`src/common/lsq_pkg.sv`:
```
package lsq_pkg;

    // lane and table sizes
    localparam int ways        = 2;
    localparam int sq_entries  = 8;
    localparam int rob_entries = 32;
    localparam int prf_entries = 64;

    // datapath widths
    localparam int addr_w    = 16;
    localparam int data_w    = 64;
    localparam int mem_bytes = 256;

    typedef logic [addr_w-1:0]                 addr_t;
    typedef logic [data_w-1:0]                 data_t;
    typedef logic [$clog2(rob_entries)-1:0]    rob_idx_t;
    typedef logic [$clog2(prf_entries)-1:0]    prf_tag_t;
    typedef logic [$clog2(sq_entries)-1:0]     sq_ptr_t;
    // one extra bit so a count of 8 fits
    typedef logic [$clog2(sq_entries):0]       sq_count_t;
    typedef logic [$clog2(mem_bytes)-1:0]      mem_idx_t;

    // access size encoding
    typedef logic [1:0] mem_size_t;

    localparam mem_size_t size_byte   = 2'h0;
    localparam mem_size_t size_half   = 2'h1;
    localparam mem_size_t size_word   = 2'h2;
    localparam mem_size_t size_double = 2'h3;

    // one store queue slot
    typedef struct packed {
        logic      valid;
        mem_size_t size;
        rob_idx_t  rob_idx;
        prf_tag_t  tag;
        data_t     data;
        logic      data_valid;
        addr_t     addr;
        logic      addr_valid;
    } sq_entry_t;

endpackage

```
`src/common/sq_dispatch_if.sv`:
```
`timescale 1ns/100ps

interface sq_dispatch_if import lsq_pkg::*; ();

    // one slot per dispatch lane, enabled lanes packed low
    logic      [ways-1:0] enable;
    mem_size_t [ways-1:0] size;
    rob_idx_t  [ways-1:0] rob_idx;
    prf_tag_t  [ways-1:0] tag;
    data_t     [ways-1:0] data;
    logic      [ways-1:0] data_valid;

    modport dispatch (
        output enable,
        output size,
        output rob_idx,
        output tag,
        output data,
        output data_valid
    );

    modport queue (
        input enable,
        input size,
        input rob_idx,
        input tag,
        input data,
        input data_valid
    );

endinterface

```
`src/rtl/store_dispatch.sv`:
```
`timescale 1ns/100ps

module store_dispatch import lsq_pkg::*; (
    input  logic      [ways-1:0] req_valid,
    input  mem_size_t [ways-1:0] req_size,
    input  rob_idx_t  [ways-1:0] req_rob_idx,
    input  prf_tag_t  [ways-1:0] req_tag,
    input  data_t     [ways-1:0] req_data,
    input  logic      [ways-1:0] req_data_ready,
    input  logic      [ways-1:0] cdb_valid,
    input  prf_tag_t  [ways-1:0] cdb_tag,
    input  data_t     [ways-1:0] cdb_data,
    input  sq_count_t            num_free,
    output logic                 stall,
    sq_dispatch_if.dispatch      disp
);

    sq_count_t        req_count;
    data_t [ways-1:0] byp_data;
    logic  [ways-1:0] byp_ready;

    always_comb begin
        req_count = '0;
        for (int i = 0; i < ways; i++) begin
            req_count = req_count + sq_count_t'(req_valid[i]);
        end
    end

    // whole group waits if it does not fit
    assign stall = req_count > num_free;

    // catch a broadcast landing in the dispatch cycle
    always_comb begin
        for (int i = 0; i < ways; i++) begin
            byp_data[i]  = req_data[i];
            byp_ready[i] = req_data_ready[i];
            for (int j = 0; j < ways; j++) begin
                if (!req_data_ready[i] && cdb_valid[j] && cdb_tag[j] == req_tag[i]) begin
                    byp_data[i]  = cdb_data[j];
                    byp_ready[i] = 1'b1;
                end
            end
        end
    end

    // compact valid requests into the low lanes
    always_comb begin
        int slot;
        slot            = 0;
        disp.enable     = '0;
        disp.size       = '0;
        disp.rob_idx    = '0;
        disp.tag        = '0;
        disp.data       = '0;
        disp.data_valid = '0;
        for (int i = 0; i < ways; i++) begin
            if (req_valid[i]) begin
                disp.enable[slot]     = !stall;
                disp.size[slot]       = req_size[i];
                disp.rob_idx[slot]    = req_rob_idx[i];
                disp.tag[slot]        = req_tag[i];
                disp.data[slot]       = byp_data[i];
                disp.data_valid[slot] = byp_ready[i];
                slot = slot + 1;
            end
        end
    end

endmodule

```
`src/flat_wrapper.sv`:
```
// flat-port wrapper written by rule: the top's interface ports become plain ports
module store_dispatch_flat import lsq_pkg::*;
  (req_valid, req_size, req_rob_idx, req_tag, req_data, req_data_ready, cdb_valid, cdb_tag, cdb_data, num_free, stall, disp_enable, disp_size, disp_rob_idx, disp_tag, disp_data, disp_data_valid);
  sq_dispatch_if disp_i ();
  input  logic      [ways-1:0] req_valid;
  input  mem_size_t [ways-1:0] req_size;
  input  rob_idx_t  [ways-1:0] req_rob_idx;
  input  prf_tag_t  [ways-1:0] req_tag;
  input  data_t     [ways-1:0] req_data;
  input  logic      [ways-1:0] req_data_ready;
  input  logic      [ways-1:0] cdb_valid;
  input  prf_tag_t  [ways-1:0] cdb_tag;
  input  data_t     [ways-1:0] cdb_data;
  input  sq_count_t num_free;
  output logic stall;
  output wire logic [$bits(disp_i.enable)-1:0] disp_enable;
  output wire logic [$bits(disp_i.size)-1:0] disp_size;
  output wire logic [$bits(disp_i.rob_idx)-1:0] disp_rob_idx;
  output wire logic [$bits(disp_i.tag)-1:0] disp_tag;
  output wire logic [$bits(disp_i.data)-1:0] disp_data;
  output wire logic [$bits(disp_i.data_valid)-1:0] disp_data_valid;
  assign disp_enable = disp_i.enable;
  assign disp_size = disp_i.size;
  assign disp_rob_idx = disp_i.rob_idx;
  assign disp_tag = disp_i.tag;
  assign disp_data = disp_i.data;
  assign disp_data_valid = disp_i.data_valid;
  store_dispatch u_core (.req_valid(req_valid), .req_size(req_size), .req_rob_idx(req_rob_idx), .req_tag(req_tag), .req_data(req_data), .req_data_ready(req_data_ready), .cdb_valid(cdb_valid), .cdb_tag(cdb_tag), .cdb_data(cdb_data), .num_free(num_free), .stall(stall), .disp(disp_i));
endmodule
```
`config.mk`:
```
export PLATFORM = sky130hd
export DESIGN_NAME = store_dispatch_flat
export DESIGN_NICKNAME = d
export VERILOG_FILES = /design/src/common/lsq_pkg.sv /design/src/common/sq_dispatch_if.sv /design/src/rtl/store_dispatch.sv /design/src/flat_wrapper.sv
export SDC_FILE = /design/constraint.sdc
export NUM_CORES = 1
export LEC_CHECK = 0
export ABC_CLOCK_PERIOD_IN_PS = 3390
export BUFFER_PORTS_ARGS = -buffer_cell sky130_fd_sc_hd__buf_4
export CORE_AREA = 2 2 181 183
export DETAILED_ROUTE_END_ITERATION = 7
export DIE_AREA = 0 0 183 185
export SETUP_SLACK_MARGIN = 0.15
export SYNTH_ARGS = -nofsm -noshare
export SYNTH_HDL_FRONTEND = slang
export SYNTH_SLANG_ARGS = --single-unit
```
`constraint.sdc`:
```
create_clock -name vclk -period 3.39
set_input_delay 0.5085 -clock vclk [all_inputs]
set_output_delay 0.5085 -clock vclk [all_outputs]
set_load 0.05 [all_outputs]
```
# [After elaboration in Yosys (flattened, before gate mapping)]
# Index checks and enable logic that the tools add are counted.
[totals] out_inout_bits=159 latchBits=0 ram_bits=0 romBits=0 wordCells=57 mem_count=0 register_bits=0
[classes] eq_ne=4 n_div=0 multipliers=0 muxes=37 shifts=0 addsub=1 reduce_logical=12 bitwise_logic=0 n_lt_le_gt_ge=3
[op_table] cell="64-bit 2-to-1 mux" count=6
[op_table] cell="128-bit bitwise mux" count=1
[op_table] cell="128-bit 2-to-1 mux" count=1
[op_table] cell="64-bit demux with 1-bit select" count=1
[op_table] cell="6-bit == test" count=4
[op_table] cell="12-bit bitwise mux" count=1
[op_table] cell="12-bit 2-to-1 mux" count=1
[op_table] cell="6-bit 2-to-1 mux" count=2
[op_table] cell="10-bit bitwise mux" count=1
[op_table] cell="10-bit 2-to-1 mux" count=1
[op_table] cell="5-bit 2-to-1 mux" count=2
[op_table] cell="1-bit logical AND" count=9
[op_table] cell="1-bit 2-to-1 mux" count=8
[op_table] cell="2-bit 2-to-1 mux" count=4
[op_table] cell="6-bit demux with 1-bit select" count=1
[op_table] cell="5-bit demux with 1-bit select" count=1
[op_table] cell="2-bit bitwise mux" count=2
[op_table] cell="4-bit bitwise mux" count=1
[op_table] cell="4-bit greater-than comparator" count=1
[op_table] cell="4-bit 2-to-1 mux" count=1
[op_table] cell="1-bit zero test" count=3
[op_table] cell="1-bit by 1-bit adder with 2-bit output" count=1
[op_table] cell="2-bit demux with 1-bit select" count=1
[op_table] cell="1-bit by 2-bit < comparator with 1-bit output, second input constant" count=1
[op_table] cell="2 further kinds" count=2

# [Depth between registers and ports, before layout]
[depth] word_depth=8 depth_mapped=7 mapped_depth_nobuf=7

# [Least setup slack after synthesis]
# No wires, ideal clock.
[synth_timing] kind="input port to output port" start="in req_valid[0]" end="out disp_enable[0]" n_path_buf=0 path_stages=5 required_ns=2.882 setup_slack_ns=-1.850 arrival_time_ns=4.731 path_cell_list="ha_1 inv_1 ha_1 a2111oi_0 nor2_1"
[synth_via] elab_cells_between_ends=12
[synth_rtl] element="start, declared" line="flat_wrapper.sv:5" rtl="input logic [ways-1:0] req_valid;"
[synth_rtl] element="1-bit by 1-bit adder with 2-bit output (*)" line="store_dispatch.sv:25" rtl="req_count = req_count + sq_count_t'(req_valid[i]);"
[synth_rtl] element="4-bit greater-than comparator (*)" line="store_dispatch.sv:30" rtl="assign stall = req_count > num_free;"
[synth_rtl] element="net stall" line="flat_wrapper.sv:15" rtl="output logic stall;"
[synth_rtl] element="1-bit zero test (*)" line="store_dispatch.sv:58" rtl="disp.enable[slot] = !stall;"
[synth_rtl] element="1-bit 2-to-1 mux" line="store_dispatch.sv:57" rtl="if (req_valid[i]) begin"
[synth_rtl] element="2-bit bitwise mux" line="store_dispatch.sv:58"
[synth_rtl] element="2-bit 2-to-1 mux (*)" line="store_dispatch.sv:57"
[synth_rtl] element="end, declared" line="flat_wrapper.sv:16" rtl="output wire logic [$bits(disp_i.enable)-1:0] disp_enable;"
# The timed path passes the listed nets; every way through them passes the cells marked *.

# [Final worst setup path]
[layout_timing] start="in cdb_tag[7] in the netlist's numbering" end="out disp_data[64]"
[layout_via] elab_chain_cells=5
[layout_lines] element="start, declared" line="flat_wrapper.sv:12" rtl="input prf_tag_t [ways-1:0] cdb_tag;"
[layout_lines] element="6-bit == test" line="store_dispatch.sv:38" rtl="if (!req_data_ready[i] && cdb_valid[j] && cdb_tag[j] == req_tag[i]) begin"
[layout_lines] element="1-bit logical AND" line="store_dispatch.sv:38"
[layout_lines] element="64-bit 2-to-1 mux" line="store_dispatch.sv:38"
[layout_lines] element="128-bit bitwise mux" line="store_dispatch.sv:62" rtl="disp.data[slot] = byp_data[i];"
[layout_lines] element="128-bit 2-to-1 mux" line="store_dispatch.sv:57"
[layout_lines] element="end, declared" line="flat_wrapper.sv:20" rtl="output wire logic [$bits(disp_i.data)-1:0] disp_data;"
# No other way between the ends.

==> summary.md <==
| Metric | Value |
|---|---|
| Global-route wire length before repair | 48000 um |
| Area of the multi-input gates | roughly 4400 sq um |
| Post-Synth Adder-Cell Area | 0.00761 |
| Critical Path Source Type | input port |
| MaxCap Viol Count | 0 |
| Pin count of the biggest net entering global routing | 94 |
| Hold Violations, Final | 0 |
| Std cell rows | 66 |
| Drt via density | around 5.4 |
| I/O Pins | between 400 and 500 |
| Hold path start | num_free[2] |
| Worst hold path class | input port to primary output |
| Initial antenna violation count | 0 |
| Peak VDD IR | 0.0000702 V |
| Setup TNS Final | 0 ns |
| Setup WS post-layout | 0.263 ns |
| Synth top area share | 0.130 |
| Area grow syn2layout | 78.6% |
| WP data required | about 2.9 ns |
| Rel. slew slack | 0.328 |
| Layout cells sized above 1 | 0.467 |
| Post-synthesis xor/xnor area fraction | 0.0426 |
| Vias after detailed routing | 8374 |
| Hold-fix buffers at CTS | 0 |
| Drt drc | 0 |
| Main combinational cell family by area after synthesis | compound AO/OA/AOI/OAI gates |
| Gate Count Post-Synth | approximately 770 |
| F_max | 320 MHz |
| Final non-filler cell total | roughly 1600 |
| Synth area leaders | o21ai_0 (13%), o2bb2ai_1 (12%), and3_1 (9.9%) |
| RSZ-0062 raised after global routing | false |
| Die width | 183 um |
| Final Cycle Share | 0.923 |
| Post-CTS sizing | 0 |
| Diode count | 0 |
| Final core utilization | 0.275 |
| Grt ovf | 0 |
| Status | complete, no violations |
| Post-DP HPWL | ~24000 um |
| Filler Cells Inserted | ~3500 |
| Place WS | 0.292 ns |
| Routed length per instance | 20.9 um |
| Syn avg cell area | 6.38 sq um |
| Power, Total | 1.43 mW |
| Number of detailed-route iterations in the first pass | 6 |
| Post-CTS Setup Repair Bufs | 0 |
| Synth Area in Compound Gates | 0.482 |
| WL final | 32700 um |
| Worst EP arrival | 2.62 ns |
| Synth warn | 0 |
| Synthesized area | 4930 sq um |
| Crit path from | cdb_tag[7] |
| Total GRT Usage | 0.177 |
| Post-route ant nets | 0 |
| Final setup fails | 0 |
| Register area | 0 sq um |
| Post-synthesis mux area share | 0 |
| RePlAce Congestion | 0.927 |
| Simple-Gate Fraction of Synth Area | 0.343 |
| 1st-iter DRT viols | between 600 and 700 |
| Critical-path maximum fanout | 33 |
| Max-slew violation count | 0 |
| Vias in the first global route | 8384 |
| Post-synthesis cell type count | 33 |
| Sequential area share after synthesis | 0 |
| CP Capture Type | primary output |
| IO buf count | 463 |
| Core ar. | 32000 sq um |
| Leakage | between 3 and 4 nW |
| Die area | 33900 sq um |
| Initial core utilization | 0.154 |
| Worst setup path category | input port to primary output |
| Min cycle time layout | 3.13 ns |
| # nets final | ~1500 |
| Die height | 185 um |
| Seq_cells | 0 |
| Power per cell area | 162 nW/um^2 |
| Syn_nets | 1080 |
| Clock Buffer Count | 0 |
| Worst-Margin Slew | 1.01 ns |
| Cells after DPL | between 1500 and 2000 |
| Yosys top cell by area | o21ai_0 |
[cells by family (layout without fill, tap and decap cells)]
kind of cell	Yosys count	count (layout)
buf+inv	114	498
xor+xnor	24	24
simple gates	296	296
fa+ha+maj	3	3
compound gates	336	336
[metal layers]
layer | part of all wire | vias to the layer above | GRT usage
li1 | - | 3763 | -
met4 | 0.033 | 0 | 0.0637
met3 | 0.088 | 83 | 0.0246
met5 | 0 | - | 0
met2 | 0.49 | 615 | 0.319
met1 | 0.39 | 3913 | 0.214
[cell usage after synthesis]
library cell / n
nor2b_1: 67
nand2_1: 2
clkbuf_4: 1
inv_1: 3
or2_1: 1
xnor2_1: 15
buf_2: 31
nor3b_1: 1
buf_8: 3
ha_1: 3
a2111oi_0: 1
clkbuf_1: 59
and4_1: 2
xor2_1: 9
a31oi_1: 64
nand4_1: 3
nand3b_1: 1
a21oi_1: 1
buf_4: 4
a22o_1: 13
nand3_1: 66
nor4_2: 2
a211oi_2: 32
o21ai_0: 128
nor3_1: 65
and3_1: 78
a211oi_1: 32
buf_12: 3
nor2_1: 5
o2bb2ai_1: 65
nand2b_1: 3
clkbuf_2: 4
buf_6: 6
[worst max-delay path: stages]
cell and delay [ns]:
buf_4 0.12, xnor2_1 0.28, nand3_4 0.13, or2_2 0.52, buf_12 0.25, a31oi_1 0.35
nor2b_1 0.20, buf_4 0.22
[cell type report]
cell class,instances,area share
multi-input cells,659,0.498
repair buffers,495,0.443
well taps,408,0.0579
inverters,3,0.00128
[stage by stage]
| step | hold slack (ns) | instance area, sq um |
|---|---|---|
| final | 1.35 | 8810 |
| after global routing | 1.35 | 8810 |
| after CTS | 1.35 | 8810 |
| after detailed placement | 1.35 | 8810 |
| after global placement | 1.35 | 8810 |
| after floorplan | 1.09 | 4950 |
[worst paths after layout]
| kind | endpoint | cells after the start |
|---|---|---|
| setup / recovery | disp_data[64] | 8 |
| hold / removal | stall | 3 |
[power breakdown]
group	switching [mW]	total (mW)	leakage, nW	internal [mW]
Combinational	0.874	1.43	3.85	0.552
Sequential	0	0	0	0
Clock	0	0	0	0
[cells in the final DEF (no fill, tap or decap), types with 15 or more instances in the layout]
cell	count
a211oi_2	32
buf_12	15
nor2b_1	66
buf_4	480
nor3_1	64
a211oi_1	32
a31oi_1	64
o21ai_0	128
nand3_1	64
and3_1	77
o2bb2ai_1	65
xnor2_1	15
Power figures use the tool's default switching activity.
